[src/rtl/line_bridge_pkg.sv]
// Shared widths and helpers for the word-to-line memory subsystem.
// The word port is fixed at 64 bits; line size is a module parameter.
// Burst address stepping wraps inside a 4 KB page.

package line_bridge_pkg;

    localparam int WORD_BITS = 64;
    localparam int ADDR_BITS = 32;
    localparam int ID_BITS   = 4;
    localparam int LEN_BITS  = 8;
    localparam int SIZE_BITS = 3;

    // Bridge FSM states
    typedef enum logic [3:0] {
        idle,
        write_data_accept,
        read_line_request,
        wait_read_line,
        write_line_request,
        wait_write_confirm,
        wait_write_accept,
        wait_read_accept,
        check_burst
    } bridge_state_e;

    // Bytes per beat for an AXI size code, sized for the 12-bit page offset
    function automatic logic [11:0] size_to_bytes(input logic [SIZE_BITS-1:0] size);
        return 12'd1 << size;
    endfunction

endpackage

[src/rtl/line_bus_if.sv]
// Cache-line request/response bus between the bridge and the line store.
// Addresses are line aligned; address and data of a line write travel together.
// No id field, one transaction is in flight at a time.

`timescale 1ns/1ps

interface line_bus_if #(
    parameter int LINE_BYTES = 32
);

    // Line read request and response
    logic                                 ar_valid;
    logic                                 ar_ready;
    logic [line_bridge_pkg::ADDR_BITS-1:0] ar_addr;
    logic                                 r_valid;
    logic                                 r_ready;
    logic [LINE_BYTES*8-1:0]              r_data;

    // Line write and its confirm
    logic                                 aw_valid;
    logic                                 aw_ready;
    logic [line_bridge_pkg::ADDR_BITS-1:0] aw_addr;
    logic                                 w_valid;
    logic                                 w_ready;
    logic [LINE_BYTES*8-1:0]              w_data;
    logic [LINE_BYTES-1:0]                w_strb;
    logic                                 b_valid;
    logic                                 b_ready;

    modport bridge (
        output ar_valid, ar_addr, r_ready, aw_valid, aw_addr, w_valid, w_data, w_strb, b_ready,
        input  ar_ready, r_valid, r_data, aw_ready, w_ready, b_valid
    );

    modport store (
        input  ar_valid, ar_addr, r_ready, aw_valid, aw_addr, w_valid, w_data, w_strb, b_ready,
        output ar_ready, r_valid, r_data, aw_ready, w_ready, b_valid
    );

endinterface

[src/rtl/word_to_line_bridge.sv]
// Converts 64-bit AXI-style word accesses into whole-line accesses.
// One transaction at a time; a write is a line read, merge and line write-back.
// INCR bursts only, stepped per beat inside a 4 KB page. Response is always OKAY.
// LINE_BYTES must be a power of two of at least 16.

`timescale 1ns/1ps

module word_to_line_bridge #(
    parameter int LINE_BYTES = 32
) (
    input  logic                                  i_clk,
    input  logic                                  i_nrst,
    input  logic                                  i_aw_valid,
    output logic                                  o_aw_ready,
    input  logic [line_bridge_pkg::ID_BITS-1:0]   i_aw_id,
    input  logic [line_bridge_pkg::ADDR_BITS-1:0] i_aw_addr,
    input  logic [line_bridge_pkg::SIZE_BITS-1:0] i_aw_size,
    input  logic [line_bridge_pkg::LEN_BITS-1:0]  i_aw_len,
    input  logic                                  i_w_valid,
    output logic                                  o_w_ready,
    input  logic [line_bridge_pkg::WORD_BITS-1:0] i_w_data,
    input  logic [line_bridge_pkg::WORD_BITS/8-1:0] i_w_strb,
    output logic                                  o_b_valid,
    input  logic                                  i_b_ready,
    output logic [line_bridge_pkg::ID_BITS-1:0]   o_b_id,
    input  logic                                  i_ar_valid,
    output logic                                  o_ar_ready,
    input  logic [line_bridge_pkg::ID_BITS-1:0]   i_ar_id,
    input  logic [line_bridge_pkg::ADDR_BITS-1:0] i_ar_addr,
    input  logic [line_bridge_pkg::SIZE_BITS-1:0] i_ar_size,
    input  logic [line_bridge_pkg::LEN_BITS-1:0]  i_ar_len,
    output logic                                  o_r_valid,
    input  logic                                  i_r_ready,
    output logic [line_bridge_pkg::ID_BITS-1:0]   o_r_id,
    output logic [line_bridge_pkg::WORD_BITS-1:0] o_r_data,
    output logic                                  o_r_last,
    line_bus_if.bridge                            line
);

    localparam int WB       = line_bridge_pkg::WORD_BITS;
    localparam int AB       = line_bridge_pkg::ADDR_BITS;
    localparam int LINE_OFF = $clog2(LINE_BYTES);
    localparam int IDX_BITS = LINE_OFF - 3;

    line_bridge_pkg::bridge_state_e state;

    logic                                  writing;
    logic                                  rmw;
    logic [line_bridge_pkg::LEN_BITS-1:0]  req_len;
    logic [line_bridge_pkg::ID_BITS-1:0]   req_id;
    logic [AB-1:0]                         req_addr;
    logic [line_bridge_pkg::SIZE_BITS-1:0] req_size;
    logic [WB-1:0]                         req_wdata;
    logic [WB/8-1:0]                       req_wstrb;
    logic [LINE_BYTES*8-1:0]               line_data;
    logic [WB-1:0]                         resp_data;
    logic [IDX_BITS-1:0]                   word_idx;
    logic [LINE_BYTES*8-1:0]               merged_line;

    assign word_idx = req_addr[LINE_OFF-1:3];

    // Word port side, all driven from the state
    assign o_aw_ready = (state == line_bridge_pkg::idle);
    assign o_ar_ready = (state == line_bridge_pkg::idle);
    assign o_w_ready  = (state == line_bridge_pkg::write_data_accept);
    assign o_b_valid  = (state == line_bridge_pkg::wait_write_accept);
    assign o_b_id     = req_id;
    assign o_r_valid  = (state == line_bridge_pkg::wait_read_accept);
    assign o_r_id     = req_id;
    assign o_r_data   = resp_data;
    assign o_r_last   = (req_len == '0);

    // Line bus side, always on the aligned line address
    assign line.ar_valid = (state == line_bridge_pkg::read_line_request);
    assign line.ar_addr  = {req_addr[AB-1:LINE_OFF], {LINE_OFF{1'b0}}};
    assign line.r_ready  = (state == line_bridge_pkg::wait_read_line);
    assign line.aw_valid = (state == line_bridge_pkg::write_line_request);
    assign line.w_valid  = (state == line_bridge_pkg::write_line_request);
    assign line.aw_addr  = {req_addr[AB-1:LINE_OFF], {LINE_OFF{1'b0}}};
    assign line.w_data   = line_data;
    assign line.w_strb   = '1;
    assign line.b_ready  = (state == line_bridge_pkg::wait_write_confirm);

    // Strobed bytes of the held word replace the same bytes of its slot
    always_comb begin
        merged_line = line.r_data;
        for (int b = 0; b < WB / 8; b++) begin
            if (req_wstrb[b]) begin
                merged_line[word_idx*WB + b*8 +: 8] = req_wdata[b*8 +: 8];
            end
        end
    end

    always_ff @(posedge i_clk or negedge i_nrst) begin
        if (!i_nrst) begin
            state   <= line_bridge_pkg::idle;
            writing <= 1'b0;
            rmw     <= 1'b0;
            req_len <= '0;
        end else begin
            case (state)
                line_bridge_pkg::idle: begin
                    rmw <= 1'b0;
                    // Write address wins over a read offered in the same cycle
                    if (i_aw_valid) begin
                        writing <= 1'b1;
                        req_len <= i_aw_len;
                        state   <= line_bridge_pkg::write_data_accept;
                    end else if (i_ar_valid) begin
                        writing <= 1'b0;
                        req_len <= i_ar_len;
                        state   <= line_bridge_pkg::read_line_request;
                    end
                end
                line_bridge_pkg::write_data_accept: begin
                    if (i_w_valid) begin
                        rmw   <= 1'b1;
                        state <= line_bridge_pkg::read_line_request;
                    end
                end
                line_bridge_pkg::read_line_request: begin
                    if (line.ar_ready) begin
                        state <= line_bridge_pkg::wait_read_line;
                    end
                end
                line_bridge_pkg::wait_read_line: begin
                    if (line.r_valid) begin
                        state <= rmw ? line_bridge_pkg::write_line_request
                                     : line_bridge_pkg::wait_read_accept;
                    end
                end
                line_bridge_pkg::write_line_request: begin
                    if (line.aw_ready && line.w_ready) begin
                        state <= line_bridge_pkg::wait_write_confirm;
                    end
                end
                line_bridge_pkg::wait_write_confirm: begin
                    // Every beat waits for its confirm, only the last one answers on b
                    if (line.b_valid) begin
                        state <= (req_len == '0) ? line_bridge_pkg::wait_write_accept
                                                 : line_bridge_pkg::check_burst;
                    end
                end
                line_bridge_pkg::wait_write_accept: begin
                    if (i_b_ready) begin
                        state <= line_bridge_pkg::idle;
                    end
                end
                line_bridge_pkg::wait_read_accept: begin
                    if (i_r_ready) begin
                        state <= line_bridge_pkg::check_burst;
                    end
                end
                line_bridge_pkg::check_burst: begin
                    if (req_len == '0) begin
                        state <= line_bridge_pkg::idle;
                    end else begin
                        req_len <= req_len - 1'b1;
                        rmw     <= 1'b0;
                        state   <= writing ? line_bridge_pkg::write_data_accept
                                           : line_bridge_pkg::read_line_request;
                    end
                end
                default: state <= line_bridge_pkg::idle;
            endcase
        end
    end

    // Request payload and line buffers
    always_ff @(posedge i_clk) begin
        if (state == line_bridge_pkg::idle && i_aw_valid) begin
            req_id   <= i_aw_id;
            req_addr <= i_aw_addr;
            req_size <= i_aw_size;
        end else if (state == line_bridge_pkg::idle && i_ar_valid) begin
            req_id   <= i_ar_id;
            req_addr <= i_ar_addr;
            req_size <= i_ar_size;
        end else if (state == line_bridge_pkg::check_burst && req_len != '0) begin
            // Next beat stays in the same 4 KB page
            req_addr[11:0] <= req_addr[11:0] + line_bridge_pkg::size_to_bytes(req_size);
        end
        if (o_w_ready && i_w_valid) begin
            req_wdata <= i_w_data;
            req_wstrb <= i_w_strb;
        end
        if (line.r_ready && line.r_valid) begin
            line_data <= merged_line;
            resp_data <= line.r_data[word_idx*WB +: WB];
        end
    end

    // An accepted request closes both address channels on the next cycle
    a_addr_closed: assert property (@(posedge i_clk) disable iff (!i_nrst)
        (o_aw_ready && (i_aw_valid || i_ar_valid)) |=> (!o_aw_ready && !o_ar_ready));

    a_r_stable: assert property (@(posedge i_clk) disable iff (!i_nrst)
        (o_r_valid && !i_r_ready) |=>
            (o_r_valid && $stable(o_r_data) && $stable(o_r_id) && $stable(o_r_last)));

endmodule

[src/flat_wrapper.sv]
// flat-port wrapper written by rule: the top's interface ports become plain ports
module word_to_line_bridge_flat 
#(
    parameter int LINE_BYTES = 32
)
  (i_clk, i_nrst, i_aw_valid, o_aw_ready, i_aw_id, i_aw_addr, i_aw_size, i_aw_len, i_w_valid, o_w_ready, i_w_data, i_w_strb, o_b_valid, i_b_ready, o_b_id, i_ar_valid, o_ar_ready, i_ar_id, i_ar_addr, i_ar_size, i_ar_len, o_r_valid, i_r_ready, o_r_id, o_r_data, o_r_last, line_ar_valid, line_ar_addr, line_r_ready, line_aw_valid, line_aw_addr, line_w_valid, line_w_data, line_w_strb, line_b_ready, line_ar_ready, line_r_valid, line_r_data, line_aw_ready, line_w_ready, line_b_valid);
  line_bus_if #(.LINE_BYTES(LINE_BYTES)) line_i ();
  input  logic i_clk;
  input  logic i_nrst;
  input  logic i_aw_valid;
  output logic o_aw_ready;
  input  logic [line_bridge_pkg::ID_BITS-1:0] i_aw_id;
  input  logic [line_bridge_pkg::ADDR_BITS-1:0] i_aw_addr;
  input  logic [line_bridge_pkg::SIZE_BITS-1:0] i_aw_size;
  input  logic [line_bridge_pkg::LEN_BITS-1:0] i_aw_len;
  input  logic i_w_valid;
  output logic o_w_ready;
  input  logic [line_bridge_pkg::WORD_BITS-1:0] i_w_data;
  input  logic [line_bridge_pkg::WORD_BITS/8-1:0] i_w_strb;
  output logic o_b_valid;
  input  logic i_b_ready;
  output logic [line_bridge_pkg::ID_BITS-1:0] o_b_id;
  input  logic i_ar_valid;
  output logic o_ar_ready;
  input  logic [line_bridge_pkg::ID_BITS-1:0] i_ar_id;
  input  logic [line_bridge_pkg::ADDR_BITS-1:0] i_ar_addr;
  input  logic [line_bridge_pkg::SIZE_BITS-1:0] i_ar_size;
  input  logic [line_bridge_pkg::LEN_BITS-1:0] i_ar_len;
  output logic o_r_valid;
  input  logic i_r_ready;
  output logic [line_bridge_pkg::ID_BITS-1:0] o_r_id;
  output logic [line_bridge_pkg::WORD_BITS-1:0] o_r_data;
  output logic o_r_last;
  output wire logic [$bits(line_i.ar_valid)-1:0] line_ar_valid;
  output wire logic [$bits(line_i.ar_addr)-1:0] line_ar_addr;
  output wire logic [$bits(line_i.r_ready)-1:0] line_r_ready;
  output wire logic [$bits(line_i.aw_valid)-1:0] line_aw_valid;
  output wire logic [$bits(line_i.aw_addr)-1:0] line_aw_addr;
  output wire logic [$bits(line_i.w_valid)-1:0] line_w_valid;
  output wire logic [$bits(line_i.w_data)-1:0] line_w_data;
  output wire logic [$bits(line_i.w_strb)-1:0] line_w_strb;
  output wire logic [$bits(line_i.b_ready)-1:0] line_b_ready;
  input wire logic [$bits(line_i.ar_ready)-1:0] line_ar_ready;
  input wire logic [$bits(line_i.r_valid)-1:0] line_r_valid;
  input wire logic [$bits(line_i.r_data)-1:0] line_r_data;
  input wire logic [$bits(line_i.aw_ready)-1:0] line_aw_ready;
  input wire logic [$bits(line_i.w_ready)-1:0] line_w_ready;
  input wire logic [$bits(line_i.b_valid)-1:0] line_b_valid;
  assign line_ar_valid = line_i.ar_valid;
  assign line_ar_addr = line_i.ar_addr;
  assign line_r_ready = line_i.r_ready;
  assign line_aw_valid = line_i.aw_valid;
  assign line_aw_addr = line_i.aw_addr;
  assign line_w_valid = line_i.w_valid;
  assign line_w_data = line_i.w_data;
  assign line_w_strb = line_i.w_strb;
  assign line_b_ready = line_i.b_ready;
  assign line_i.ar_ready = line_ar_ready;
  assign line_i.r_valid = line_r_valid;
  assign line_i.r_data = line_r_data;
  assign line_i.aw_ready = line_aw_ready;
  assign line_i.w_ready = line_w_ready;
  assign line_i.b_valid = line_b_valid;
  word_to_line_bridge #(.LINE_BYTES(LINE_BYTES)) u_core (.i_clk(i_clk), .i_nrst(i_nrst), .i_aw_valid(i_aw_valid), .o_aw_ready(o_aw_ready), .i_aw_id(i_aw_id), .i_aw_addr(i_aw_addr), .i_aw_size(i_aw_size), .i_aw_len(i_aw_len), .i_w_valid(i_w_valid), .o_w_ready(o_w_ready), .i_w_data(i_w_data), .i_w_strb(i_w_strb), .o_b_valid(o_b_valid), .i_b_ready(i_b_ready), .o_b_id(o_b_id), .i_ar_valid(i_ar_valid), .o_ar_ready(o_ar_ready), .i_ar_id(i_ar_id), .i_ar_addr(i_ar_addr), .i_ar_size(i_ar_size), .i_ar_len(i_ar_len), .o_r_valid(o_r_valid), .i_r_ready(i_r_ready), .o_r_id(o_r_id), .o_r_data(o_r_data), .o_r_last(o_r_last), .line(line_i));
endmodule
[config.mk]
export PLATFORM = sky130hd
export DESIGN_NAME = word_to_line_bridge_flat
export DESIGN_NICKNAME = d
export VERILOG_FILES = /design/src/rtl/line_bridge_pkg.sv /design/src/rtl/line_bus_if.sv /design/src/rtl/word_to_line_bridge.sv /design/src/flat_wrapper.sv
export SDC_FILE = /design/constraint.sdc
export NUM_CORES = 1
export LEC_CHECK = 0
export ABC_CLOCK_PERIOD_IN_PS = 20000
export BUFFER_PORTS_ARGS = -buffer_cell sky130_fd_sc_hd__buf_2
export CORE_AREA = 2 2 340 342
export DETAILED_ROUTE_END_ITERATION = 7
export DIE_AREA = 0 0 342 344
export GPL_TIMING_DRIVEN = 1
export PLACE_DENSITY = 0.38
export RECOVER_POWER = 25
export SYNTH_ARGS = -nofsm -noshare
export SYNTH_HDL_FRONTEND = slang
export SYNTH_SLANG_ARGS = --single-unit
[constraint.sdc]
create_clock -name i_clk -period 20 [get_ports i_clk]
set_input_delay 4 -clock i_clk [delete_from_list [all_inputs] [get_ports i_clk]]
set_output_delay 4 -clock i_clk [all_outputs]
set_load 0.01 [all_outputs]
# After elaboration in Yosys (flattened, before gate mapping)
# Cells that the tools add are included.
# op_classes
addsub,17
n_eq_ne,17
shifts,18
mux,47
reduce_logical,18
# op_table
operator,count
bitwise mux 256 bit,8
2-to-1 mux 256 bit,8
variable shift 8 x 34 -> 256 bit (first input constant),8
variable part select 8 x 34 -> 256 bit,8
variable part select 256 x 9 -> 64 bit,1
negation 32 -> 34 bit,7
2-to-1 mux 4 bit,13
adder 8 x 6 -> 9 bit (second input constant),4
case mux 4 bit (9 select lines),1
negation 8 -> 34 bit,1
2-to-1 mux 32 bit,1
2-to-1 mux 12 bit,2
2-to-1 mux 8 bit,3
2-to-1 mux 20 bit,1
adder 8 x 5 -> 9 bit (second input constant),2
== test 4 x 3 -> 1 bit (second input constant),4
case mux 8 bit (2 select lines),1
adder 12 bit,1
<< shifter 1 x 3 -> 12 bit (first input constant),1
!= test 2 x 1 -> 1 bit (second input constant),5
adder 8 x 4 -> 9 bit (second input constant),1
== test 4 x 2 -> 1 bit (second input constant),2
zero test 8 bit,1
AND reduction 8 bit,1
other kinds (16),32
# word_totals
regBits,445
in_bits,434
out_inout_bits,435
wordCells,129

# Depth between registers and ports, before layout
# Gate-level depths: netlist of the first run.
# logic_depth
ltp_word,18
depth_mapped,9

# Worst setup path after synthesis of the first run
# Ideal clock, no wire load.
# synth_timing
kind,input to register
startpoint,input port line_r_valid
endpoint,"register u_core.line_data[0] (netlist: u_core.line.w_data[0]), enable pin"
setup_time_ps,1010
arrival_ps,17352
setup_slack_ps,1639
cell_stages,2
n_path_buf,0
path_cell_list,nand2_1 -> nor2_1
# synth_between
elab_chain_cells,1
# synth_rtl
item,line_no,rtl
from (decl),flat_wrapper.sv:44,input wire logic [$bits(line_i.r_valid)-1:0] line_r_valid;
logical AND 1 bit,word_to_line_bridge.sv:187,if (line.r_ready && line.r_valid) begin
to (signal assigned),word_to_line_bridge.sv:188,line_data <= merged_line;
to (decl),word_to_line_bridge.sv:55,logic [LINE_BYTES*8-1:0] line_data;
# Every way passes these cells.
# A chain may end at the register's enable or synchronous reset.

# Worst setup path after layout of the first run
# layout_timing
startpoint,register u_core.req_len[0] (netlist bit)
endpoint,output port o_r_last
# layout_between
elab_chain_cells,1
# layout_rtl
item,line_no,rtl
from (decl),word_to_line_bridge.sv:49,logic [line_bridge_pkg::LEN_BITS-1:0] req_len;
from (signal assigned),word_to_line_bridge.sv:107,req_len <= i_aw_len;
from (signal assigned),word_to_line_bridge.sv:111,req_len <= i_ar_len;
from (signal assigned),word_to_line_bridge.sv:158,req_len <= req_len - 1'b1;
zero test 8 bit,word_to_line_bridge.sv:71,assign o_r_last = (req_len == '0);
to (decl),flat_wrapper.sv:33,output logic o_r_last;
# Every way passes these cells.

==> results of run 1 <==
==> registers in the layout (all words and copies together) (netlist names) <==
name / flops
u_core.req_size: 3
u_core.req_wdata: 64
u_core.req_len: 8
u_core.req_wstrb: 8
u_core.writing: 1
u_core.line.w_data: 256
u_core.o_r_data: 64
u_core.rmw: 1
u_core.state: 4
u_core.req_addr: 32
u_core.o_b_id: 4
==> cell usage in the layout, fill, tap and decap left out, types with 5 or more instances in the layout <==
cell       netlist  final
nand3_1          8      8
nand2b_1         6      6
clkbuf_1        18    228
clkbuf_16        0     57
clkinv_2         0      6
xnor2_1          7      7
clkinv_1         0     13
edfxtp_1       431    431
a22o_1         257    257
buf_2            7    611
inv_1           12     12
conb_1           2     42
a31oi_1          5      5
diode_2          0      7
o21ai_0         15     15
mux4_2          64     64
dfrtp_1         14     14
ha_1            14     14
buf_4          104     20
nor2_1          53     49
nor3_1           7      7
mux2i_1          7      7
a21oi_1         27     27
nand2_1        150    150
==> how the worst max path moves through the flow <==
stage,start,endpoint,slack (ns),cells after the start
floorplan,line_r_valid,u_core.line.w_data[0],1.64,2
global placement,line_r_valid,u_core.line.w_data[167],12.90,6
detailed placement,line_r_valid,u_core.line.w_data[39],12.82,6
CTS,u_core.req_len[0],o_r_last,13.25,6
global route,u_core.req_len[0],o_r_last,13.19,6
finish,u_core.req_len[0],o_r_last,13.33,6
==> stage by stage <==
step / hold slack [ns] / instances / area [um2]
global route: 0.513 / 3649 / 26900
global placement: 0.480 / 3543 / 25400
detailed placement: 0.488 / 3543 / 25400
finish: 0.499 / 3653 / 26900
floorplan: 0.464 / 1324 / 20100
CTS: 0.500 / 3646 / 27200
==> power groups by stage <==
stage | Sequential [W] | Combinational [W] | Clock [W]
floorplan | 0.00157 | 0.000460 | 0
global placement | 0.00144 | 0.000962 | 0
detailed placement | 0.00144 | 0.000964 | 0
CTS | 0.00143 | 0.000968 | 0.00105
global route | 0.00144 | 0.00101 | 0.00108
finish | 0.00142 | 0.000934 | 0.00101
==> per-layer routing <==
layer | part of all wire [%] | track usage (%) | wire length [um] | up-vias
li1 | - | - | - | 6678
met1 | 39 | 18.5 | 37200 | 7769
met2 | 50 | 27.3 | 48300 | 852
met3 | 8.2 | 4.10 | 7900 | 150
met4 | 3.3 | 5.17 | 3150 | 12
met5 | 0.078 | 0 | 75 | -
==> worst max-delay path, stage by stage, from the launching register on <==
cell and delay [ns]:
dfrtp_1 0.42, inv_1 0.08, ha_1 0.20, or4b_4 0.50, or4_4 0.50, inv_1 0.16, buf_2 0.16
==> kinds of logic (layout without fill, tap and decap cells) <==
| kind of cell | after synthesis | after routing |
|---|---|---|
| flops | 445 | 445 |
| compound gates | 333 | 333 |
| xor+xnor | 9 | 9 |
| buf+inv | 154 | 964 |
| other cells | 2 | 49 |
| mux | 74 | 74 |
| fa+ha+maj | 15 | 15 |
| simple gates | 252 | 252 |
==> final cells by class <==
cell class / count / area share, %
flip-flops and latches: 445 / 49.3
multi-input cells: 725 / 21.7
repair buffers: 848 / 15.0
well taps: 1512 / 7.02
clock buffers: 72 / 5.50
clock inverters: 31 / 1.13
inverters: 13 / 0.181
diodes: 7 / 0.0650
==> impl.org, run 1 <==
** Synth
- Synth Area in Simple Gates :: around 5.5%
- By area, the combinational part of the netlist is dominated by compound AO/OA/AOI/OAI gates.
- Sequential cells were found to cover between 60 and 70% of the synthesized design area.
- Yosys attributes the largest share of cell area to edfxtp_1 65%, a22o_1 11%, mux4_2 7.2%, buf_4 3.9%, nand2_1 2.8%.
- Distinct cells, synth :: 61
- In the synthesized netlist the dominant register cell turns out to be edfxtp_1.
- Multiplexer share of the synthesized area :: between 7 and 8%
- The largest total area in the synthesized netlist belongs to edfxtp_1.
- The synthesized netlist devotes between 10% and 20% of its cell area to compound gates.
- Synth Area in Adders :: less than 1%
- Gate Count Post-Synth :: ~1300
- In this run, synthesis produced a sequential element count of roughly 450.
- Mean Syn Cell Area :: between 15 and 20 um2
- Area of the mapped netlist :: roughly 0.020 mm2
- The synthesized netlist devotes less than 1% of its cell area to XOR and XNOR gates.
- In the post-synthesis netlist, the cell with the most instances is edfxtp_1.
- Counting flops with an async set or reset pin after synthesis yields a share of 3.15%.
- EDFF count, synth :: between 400 and 500
- Portion of synthesized cell area occupied by the leading cell type :: approximately two thirds
- Warnings from Yosys :: 0
- By count the netlist is led by 431 x edfxtp_1, 257 x a22o_1, 150 x nand2_1.

** Layout
- The final layout contains 2539 nets.
- Measured on the finished design, the core utilization comes to 23.7%.
- Of the cells placed in the final design, the portion with a size suffix greater than 1 is 37.2%.
- Footprint of the multi-input gates :: ~0.0059 mm2
- Number of fill cells :: roughly 12000
- Across the whole layout, storage elements account for 0.0133 mm2.
- From synthesis to final layout, the design area changed by 35.1%.

** Pwr
- Worst-case vdd ir drop :: 58.9 uV
- Total power after layout :: about 0.0034 W
- In this run switching power makes up about a third of total power.
- For this design the ratio of total power to cell area is 125 mW/mm2.
- The share of total power dissipated in combinational logic is between 20 and 30%.
- Cell internal power was estimated by the tool at ~0.0022 W.
- The share of total power dissipated in the clock network is roughly 30%.
- Proportion of power drawn by flip-flops and latches :: between 40 and 50%
- Switching power :: between 0.001 and 0.0015 W
- Summed over all cells, the static leakage comes to approximately 10 nW.

** Clock tree
- Clock-pin slew on the worst setup and hold paths :: around 0.06 ns
- CTS Buffer Depth :: 3
- The H-tree was split into 2 levels.
- The root buffer cell chosen for the clock tree is clkbuf_16.
- Hold bufs inserted after CTS :: 0
- Total of cells resized after clock tree synthesis :: 0
- Number of buffers inserted during clock tree synthesis :: 57
- The tree built by TritonCTS fans out to approximately 450 sinks.
- TritonCTS built the clock tree.
- At the later pin of the worst-skew pair, clock insertion delay measures between 0.6 and 0.7 ns.
- Once the clock tree was built, the setup fixing pass inserted 0 buffers.

** Worst setup path
- STA classifies the critical path startpoint as a register.
- In this run the critical register-to-register path is launched from u_core.state[3].
- By startpoint and endpoint, the worst setup path is classified as register to primary output.
- The worst setup path is captured at a primary output.
- STA puts the critical path data required time at approximately 16 ns.
- Register-to-register setup slack :: ~16 ns
- Worst r2r path cells :: 6
- Of all nets on the critical path, the largest fanout is 5.
- Terminus of the critical flop-to-flop path :: u_core.line.w_data[35]
- Signal arrival time at the worst endpoint :: 2.67 ns

** Floorplan
- Row cnt :: approximately 120
- The core region is around 0.11 mm2.
- Initial core utilization :: 17.5%
- Die boundary height :: roughly 340 um
- In this run the count of I/O pins placed on the die edge is approximately 870.
- The die covers ~0.12 mm2.
- The floorplan step set the die width to 342 um.

** STA
- At the pin with the least slew margin, the transition time is 1.15 ns.
- Based on the critical path, the design can be clocked at up to ~150 MHz.
- Measured against its own limit, the worst slew margin works out to 22.7%.
- Adding up every negative setup slack in the final design gives 0 ns.
- On the final layout, the worst clock skew is about 0.026 ns.
- Count of final max-slew check failures :: 0
- The number of hold violations in the final report came to 0.
- Portion of the clock cycle consumed by the worst path in the final layout :: 33.4%
- After layout, the worst setup slack is between 10 and 15 ns.
- Post-layout min period :: between 6 and 7 ns
- Setup repair after global routing missed its margin :: false
- Number of failing setup endpoints in the final timing report :: 0

** Hold path
- Along the worst hold path, the cell count comes to 1.
- In this run the most critical hold path is launched from u_core.rmw.
- For hold timing, the worst endpoint is u_core.rmw.
- Min-delay worst type :: register to register

** GRT
- Global routing used about 16% of the available tracks.
- Maximum number of pins on one net before global-route repair :: between 100 and 150
- The number of global-route vias before repair was 16190.
- The first global-routing pass estimated 129 mm of wire.
- Number of antenna violations at the first check in global routing :: 22
- Grt ovf :: 0

** Status
- Run status :: complete, no violations

** Place
- Detailed-placement wirelength estimate :: 73.5 mm
- Before CTS, the worst setup slack after placement is ~13 ns.
- IO Port Bufs :: 826
- Final GP Congestion :: approximately 0.82

** Route
- Drt total wl :: between 90 and 100 mm
- Drt drc :: 0
- Detailed-routing iteration count for the pre-antenna-repair pass :: 5
- Routed Antenna Nets :: 0
- Number of violations reported at the end of detailed-routing iteration 0 :: a little under 900
- Vias after detailed routing :: ~15000
- Wirelength per Cell :: 26.5 um
- Average vias per placed instance :: about 4.2

** Job
- Max-Cap Viols :: 0
Power figures use the tool's default switching activity.
==> inputs of run 2 (changes only) <==
--- a/config.mk
+++ b/config.mk
@@ -5,7 +5,7 @@
 export SDC_FILE = /design/constraint.sdc
 export NUM_CORES = 1
 export LEC_CHECK = 0
-export ABC_CLOCK_PERIOD_IN_PS = 20000
+export ABC_CLOCK_PERIOD_IN_PS = 6800
 export BUFFER_PORTS_ARGS = -buffer_cell sky130_fd_sc_hd__buf_2
 export CORE_AREA = 2 2 340 342
 export DETAILED_ROUTE_END_ITERATION = 7
==> constraint.sdc (replaced) <==
create_clock -name i_clk -period 6.8 [get_ports i_clk]
set_input_delay 1.36 -clock i_clk [delete_from_list [all_inputs] [get_ports i_clk]]
set_output_delay 1.36 -clock i_clk [all_outputs]
set_load 0.01 [all_outputs]
==> impl.org, run 2 (synthesis gave the netlist of run 1 again) <==
** Layout
- The count of nets after finishing is 2534 (-0.20%).
- Number of fill cells :: 12223 (-0.42%)
- The storage element area was 0.0133 mm2 (unchanged).
- Share of cells above drive strength 1 :: 45.2% (+8.0 points)
- The final standard cell count with taps included and fillers excluded is 3647 (-0.16%).
- Compared with the post-synthesis result, the final layout area differs by 35.7%.
- The area of combinational cells with multiple inputs was 0.00582 mm2 (-0.51%).
- Highest-count cells in the layout ignoring fill and taps :: 790 x buf_2, 431 x edfxtp_1, 257 x a22o_1
- Flip-flop count of the largest register, all copies and words added :: 256 (unchanged)
- Most frequent standard cell in the layout excluding fill and tap cells :: buf_2

** Status
- Run status :: finished with violations
- The final reports fail on max-capacitance violations, max-slew violations.

** Floorplan
- The area inside the core boundary was 0.114 mm2 (unchanged).
- The starting density of the core came to 17.5% (unchanged).
- The area enclosed by the die boundary came to 0.118 mm2 (unchanged).
- Row cnt :: 124 (unchanged)
- Die span in x :: 342 um (unchanged)
- The die extent in y is 344 um (unchanged).
- I/O pin cnt :: 869 (unchanged)

** GRT
- Maximum number of pins on one net before global-route repair :: 123 (-10%)
- met2 is the most crowded layer.
- Number of global-route vias before repair :: 15959 (-1.4%)
- The fraction of met3 tracks used by global routing is 3.97% (-0.13 points).
- Met2 demand-to-capacity share in global routing :: 28.1% (+0.74 points)
- Overall routing resource usage :: 16.0% (+0.39 points)
- Wire length of the first global-routing pass :: 132 mm (+2.3%)
- The met1 layer usage reported by global route is 19.7% (+1.3 points).
- The total congestion overflow after global routing is 0 (unchanged).
- Number of antenna violations at the first check in global routing :: 36 (+64%)

** Clock tree
- The post-cts repair resize count is 0 (unchanged).
- Hold bufs inserted after CTS :: 0 (unchanged)
- Root cell of the clock tree :: clkbuf_16
- The number of clock sinks seen by CTS is 445 (unchanged).
- The number of buffers created by CTS came to 56 (-1.8%).
- TritonCTS built the clock tree.
- The post-CTS setup repair buffer count is 0 (unchanged).
- Clock-pin slew on the worst setup and hold paths :: 0.06 ns (about the same)
- CTS Buffer Depth :: 3 (unchanged)
- # H-tree levels :: 2 (unchanged)
- The latest clock arrival within the worst-skew pair came to 0.65 ns (about the same).

** Route
- Drt drc :: 0 (unchanged)
- Wirelength per Cell :: 27.1 um (+2.6%)
- Vias after detailed routing :: 15549 (+0.57%)
- Routed Antenna Nets :: 0 (unchanged)
- The number of vias per cell after detailed routing came to 4.26 (+0.73%).
- Detailed-routing iteration count for the pre-antenna-repair pass :: 5 (unchanged)
- Number of violations reported at the end of detailed-routing iteration 0 :: 1132 (+27%)
- Drt total wl :: 99.0 mm (+2.5%)

** Hold path
- Min-delay worst type :: register to register

** Place
- Placed cells :: 3539 (-0.11%)
- Detailed-placement wirelength estimate :: 77.6 mm (+5.5%)
- Final GP Congestion :: 0.866 (+5.2%)
- DP Worst Slack :: 2.58 ns (-10.24 ns)
- IO Port Bufs :: 826 (unchanged)

** Job
- Max-Cap Viols :: 4 (+4)

** Worst setup path
- The peak fanout along the critical path was 26 (+21).
- Critical Setup Path Class :: register to register
- STA classifies the critical path endpoint as a register.
- Signal arrival time at the worst endpoint :: 4.59 ns (+1.92 ns)
- Nature of the critical path startpoint :: register
- The worst path required time is 7.13 ns (-8.87 ns).

** STA
- The worst path needs between 4 and 5 ns of the cycle, external delays included.
- Portion of the clock cycle consumed by the worst path in the final layout :: 62.7%
- Worst Setup Slack, final :: 2.53 ns (-10.79 ns)
- Worst clock skew :: 0.0345 ns (+0.00876 ns)
- Peak Freq :: approximately 230 MHz
- The accumulated negative setup slack is 0 ns (unchanged).
- The slew of the pin with the lowest slew margin was 2.79 ns (+1.64 ns).
- Rel. slew slack :: -86.2% (-110 points)
- Fin. Hold Viols :: 0 (unchanged)
- Count of final max-slew check failures :: 116 (+116)
- Setup repair after global routing missed its margin :: false
- The setup violation total in the final timing report came to 0 (unchanged).

** Pwr
- Power per unit of standard cell area :: 365 mW/mm2 (+190%)
- Leak Pwr :: 10.6 nW (+4.4%)
- Worst-case vdd ir drop :: 190 uV (+220%)
[run 2: metrics by stage]
step                hold WS, ns  total power (W)  instance area, um2  util [%]
finish                    0.508          0.00987               27100      23.8
global route              0.562           0.0103               27100      23.8
CTS                       0.513           0.0101               27100      23.8
detailed placement        0.501          0.00711               25400      22.3
global placement          0.482          0.00710               25400      22.3
floorplan                 0.464          0.00577               20100         -
[run 2: critical path, cell delays in order, from the launching register on]
cell and delay, ns:
edfxtp_1 0.43, clkbuf_1 1.96, ha_1 0.57, inv_1 0.08, o21bai_1 0.12, a221oi_1 0.47
nor2_1 0.10, xnor2_1 0.14, o21ai_0 0.09
[run 2: metal layers]
metal | vias up | wire length [um]
li1 | 6658 | -
met1 | 7908 | 39700
met2 | 798 | 49500
met3 | 151 | 7520
met4 | 34 | 2060
met5 | - | 221
[run 2: report_power, final]
group,total [W],switching [W],internal [W],leakage (nW)
Clock,0.00291,0.00127,0.00165,0.852
Combinational,0.00274,0.00177,0.000974,5.60
Sequential,0.00422,0.000355,0.00386,4.14
Total,0.00987,0.00339,0.00648,10.6
[run 2: worst paths after layout]
check | from | to | slack (ns) | cells after the start
setup / recovery | u_core.req_addr[3] | u_core.req_addr[10] | 2.53 | 8
max in group asynchronous | i_nrst | u_core.rmw | 5.39 | 1
setup reg to reg | u_core.req_addr[3] | u_core.req_addr[10] | 2.53 | 8
min in group asynchronous | i_nrst | u_core.state[1] | 0.85 | 1
hold reg to reg | u_core.rmw | u_core.rmw | 0.51 | 1
hold / removal | u_core.rmw | u_core.rmw | 0.51 | 1
[run 2: final cells by class]
cell class                      count  share of cell area (%)
Antenna cell                        8                  0.0740
Timing Repair Buffer              844                    15.7
Clock buffer                       66                    5.39
Sequential cell                   445                    49.1
Multi-Input combinational cell    725                    21.5
Tap cell                         1512                    6.99
Inverter                           13                   0.180
Clock inverter                     34                    1.09
==> inputs of run 3 (changes only) <==
--- a/config.mk
+++ b/config.mk
@@ -5,7 +5,7 @@
 export SDC_FILE = /design/constraint.sdc
 export NUM_CORES = 1
 export LEC_CHECK = 0
-export ABC_CLOCK_PERIOD_IN_PS = 6800
+export ABC_CLOCK_PERIOD_IN_PS = 4300
 export BUFFER_PORTS_ARGS = -buffer_cell sky130_fd_sc_hd__buf_2
 export CORE_AREA = 2 2 340 342
 export DETAILED_ROUTE_END_ITERATION = 7
==> constraint.sdc (replaced) <==
create_clock -name i_clk -period 4.3 [get_ports i_clk]
set_input_delay 0.86 -clock i_clk [delete_from_list [all_inputs] [get_ports i_clk]]
set_output_delay 0.86 -clock i_clk [all_outputs]
set_load 0.01 [all_outputs]
==> impl.org, run 3 (synthesis gave the netlist of run 1 again) <==
** Route
- The post-detailed-route DRC marker count came to 0 (unchanged).
- The remaining antenna violation count is 0 (unchanged).
- The number of vias per cell after detailed routing came to 4.28 (+0.31%).
- The iteration-0 DRC count of the detailed router came to 1203 (+6.3%).
- The total via count after detailed routing came to 15725 (+1.1%).
- Drt total wl :: 101 mm (+2.1%)
- The per-cell routed wire length came to 27.5 um (+1.3%).
- Detailed-routing iteration count for the pre-antenna-repair pass :: 7 (+2)

** Pwr
- Fraction of power consumed by combinational cells :: 27.4% (-0.4 points)
- The internal cell power was 0.0105 W (+62%).
- Power share of the clock group :: 30.8% (+1.3 points)
- Leak Pwr :: 10.3 nW (-2.9%)
- Switching power :: 0.00550 W (+62%)
- Worst-case vdd ir drop :: 292 uV (+54%)
- The power density over the cells is 587 mW/mm2 (+61%).
- Proportion of power drawn by flip-flops and latches :: 41.8% (-0.9 points)
- Switching share of power :: 34.4% (+0.046 points)

** GRT
- Overall routing resource usage :: 16.3% (+0.29 points)
- Wire length of the first global-routing pass :: 133 mm (+0.99%)
- The total congestion overflow after global routing was 0 (unchanged).
- The number of global-route vias before repair was 16176 (+1.4%).
- Number of antenna violations at the first check in global routing :: 47 (+31%)
- Maximum number of pins on one net before global-route repair :: 96 (-22%)

** STA
- Final hold slack :: 0.316 ns (-0.192 ns)
- Setup repair after global routing left no endpoint under its margin.
- The setup violation total in the final timing report came to 0 (unchanged).
- Portion of the clock cycle consumed by the worst path in the final layout :: 83.2% (+20 points)
- The accumulated negative setup slack was 0 ns (unchanged).
- The final critical-path required period came to 3.58 ns (-0.689 ns).
- Count of final max-slew check failures :: 10 (-91%)
- Pin slew with the least headroom to its limit :: 1.86 ns (-0.929 ns)
- Rel. slew slack :: -24.7% (+61 points)
- The number of hold violations in the final report was 0 (unchanged).
- The clock skew after layout was 0.0488 ns (+0.0143 ns).
- Peak Freq :: 280 MHz (+19%)

** Worst setup path
- Data required time at the worst endpoint :: 4.82 ns (-2.31 ns)
- The setup path with the least slack is of type register to register.
- Nature of the critical path startpoint :: register
- STA classifies the critical path endpoint as a register.
- Cells traversed along the worst timing path :: buf_4 -> ha_1 -> nand2_1 -> nor2_1 -> a22o_1
- The buffers plus inverters on the worst setup path is 1 (-1).
- The delay of the slowest critical-path stage came to 0.85 ns (-1.11 ns).
- The kind of cell with the highest combined delay along the critical path is simple AND/OR/NAND/NOR gates.
- The peak fanout along the critical path is 34 (+31%).
- For this design, the slowest cell found on the critical path is nor2_1.
- Signal arrival time at the worst endpoint :: 4.09 ns (-0.50 ns)

** Floorplan
- Initial core utilization :: 17.5% (unchanged)
- The die width came to 342 um (unchanged).
- Die Footprint :: 0.118 mm2 (unchanged)
- Row cnt :: 124 (unchanged)
- I/O pin cnt :: 869 (unchanged)
- Die boundary height :: 344 um (unchanged)
- The area inside the core boundary came to 0.114 mm2 (unchanged).

** Place
- Detailed-placement wirelength estimate :: 79.9 mm (+2.9%)
- IO Port Bufs :: 826 (unchanged)
- Final GP Congestion :: 0.854 (-1.4%)

** Clock tree
- CTS Buffer Depth :: 3 (unchanged)
- The number of clock sinks seen by CTS is 445 (unchanged).
- The clock transition at the registers of the reported paths came to 0.06 ns (about the same).
- Hold bufs inserted after CTS :: 0 (unchanged)
- TritonCTS clock tree :: yes
- Number of buffers inserted during clock tree synthesis :: 55 (-1.8%)
- Clock latency reported for the late side of the worst-skew pair :: 0.67 ns (+0.02 ns)
- Total of cells resized after clock tree synthesis :: 0 (unchanged)
- The total number of H-tree levels came to 2 (unchanged).
- The post-CTS setup repair buffer count came to 0 (unchanged).
- In this run the clock root is driven by a clkbuf_16.

** Layout
- Final net count :: 2552 (+0.71%)
- Flip-flop count of the largest register, all copies and words added :: 256 (unchanged)
- The library cells used most frequently in the layout, excluding fill and tap cells, are 608 x buf_2, 431 x edfxtp_1, 257 x a22o_1.
- Layout area overhead :: 36.5%
- The fraction of layout instances using a drive strength above 1 was 37.7% (-7.5 points).
- Number of fill cells :: 12222 (-0.0082%)
- Most frequent standard cell in the layout excluding fill and tap cells :: buf_2

** Status
- Run status :: finished with violations
- The checks that failed: max-capacitance violations, max-slew violations.

** Job
- The count of max-cap constraint violations was 1 (-3).

** Hold path
- The min-delay analysis places its worst path in the category primary input to asynchronous set/reset pin.
==> run 3: changes by cell type in the layout (fill, tap and decap cells not counted), sizes merged <==
cell | before | now
inv | 15 | 17
bufinv | 3 | 8
clkbuf | 108 | 282
buf | 802 | 645
diode | 8 | 15
clkinvlp | 3 | 2
==> run 3: routing by layer <==
metal | up-vias | GRT usage, % | routed length, um | share of wire [%]
met4 | 46 | 3.87 | 2280 | 2.3
met2 | 838 | 28.8 | 50400 | 50
li1 | 6713 | - | - | -
met5 | - | 0 | 286 | 0.28
met3 | 169 | 5.56 | 9410 | 9.3
met1 | 7959 | 18.8 | 38800 | 38
==> run 3: worst paths after layout <==
check	cells after the start	startpoint	endpoint	slack (ns)
worst max-delay path	5	u_core.req_addr[3]	u_core.line.w_data[240]	0.72
worst min-delay path	1	i_nrst	u_core.state[1]	0.32
worst max register to register	5	u_core.req_addr[3]	u_core.line.w_data[240]	0.72
worst min register to register	1	u_core.rmw	u_core.rmw	0.53
max in group asynchronous	1	i_nrst	u_core.req_len[1]	3.44
min in group i_clk	1	i_w_data[19]	u_core.req_wdata[19]	0.37
==> run 3: cell type report <==
| type | count | area, um2 | share of cell area (%) |
|---|---|---|---|
| Clock buffer | 64 | 1410 | 5.18 |
| Inverter | 13 | 48.8 | 0.179 |
| Tap cell | 1512 | 1890 | 6.95 |
| Timing Repair Buffer | 863 | 4240 | 15.6 |
| Antenna cell | 15 | 37.5 | 0.138 |
| Clock inverter | 40 | 459 | 1.69 |
| Multi-Input combinational cell | 725 | 5850 | 21.5 |
| Sequential cell | 445 | 13300 | 48.8 |
==> run 3: per-stage QoR <==
stage	setup slack, ns	utilization, %	instances	area (um2)	power [W]
2_1_floorplan	-1.77	-	1324	20100	0.00913
3_3_place_gp	0.611	22.5	3558	25600	0.0114
3_5_place_dp	0.594	22.5	3558	25600	0.0114
4_1_cts	0.561	24.1	3662	27500	0.0164
5_1_grt	0.506	23.9	3665	27200	0.0167
6_report	0.723	23.9	3677	27200	0.0160
==> run 3: power groups by stage <==
stage	Clock (W)	Sequential, W	Combinational, W
3_3_place_gp	0	0.00678	0.00459
6_report	0.00492	0.00669	0.00438
2_1_floorplan	0	0.00697	0.00216
4_1_cts	0.00507	0.00670	0.00463
5_1_grt	0.00522	0.00678	0.00475
3_5_place_dp	0	0.00677	0.00461
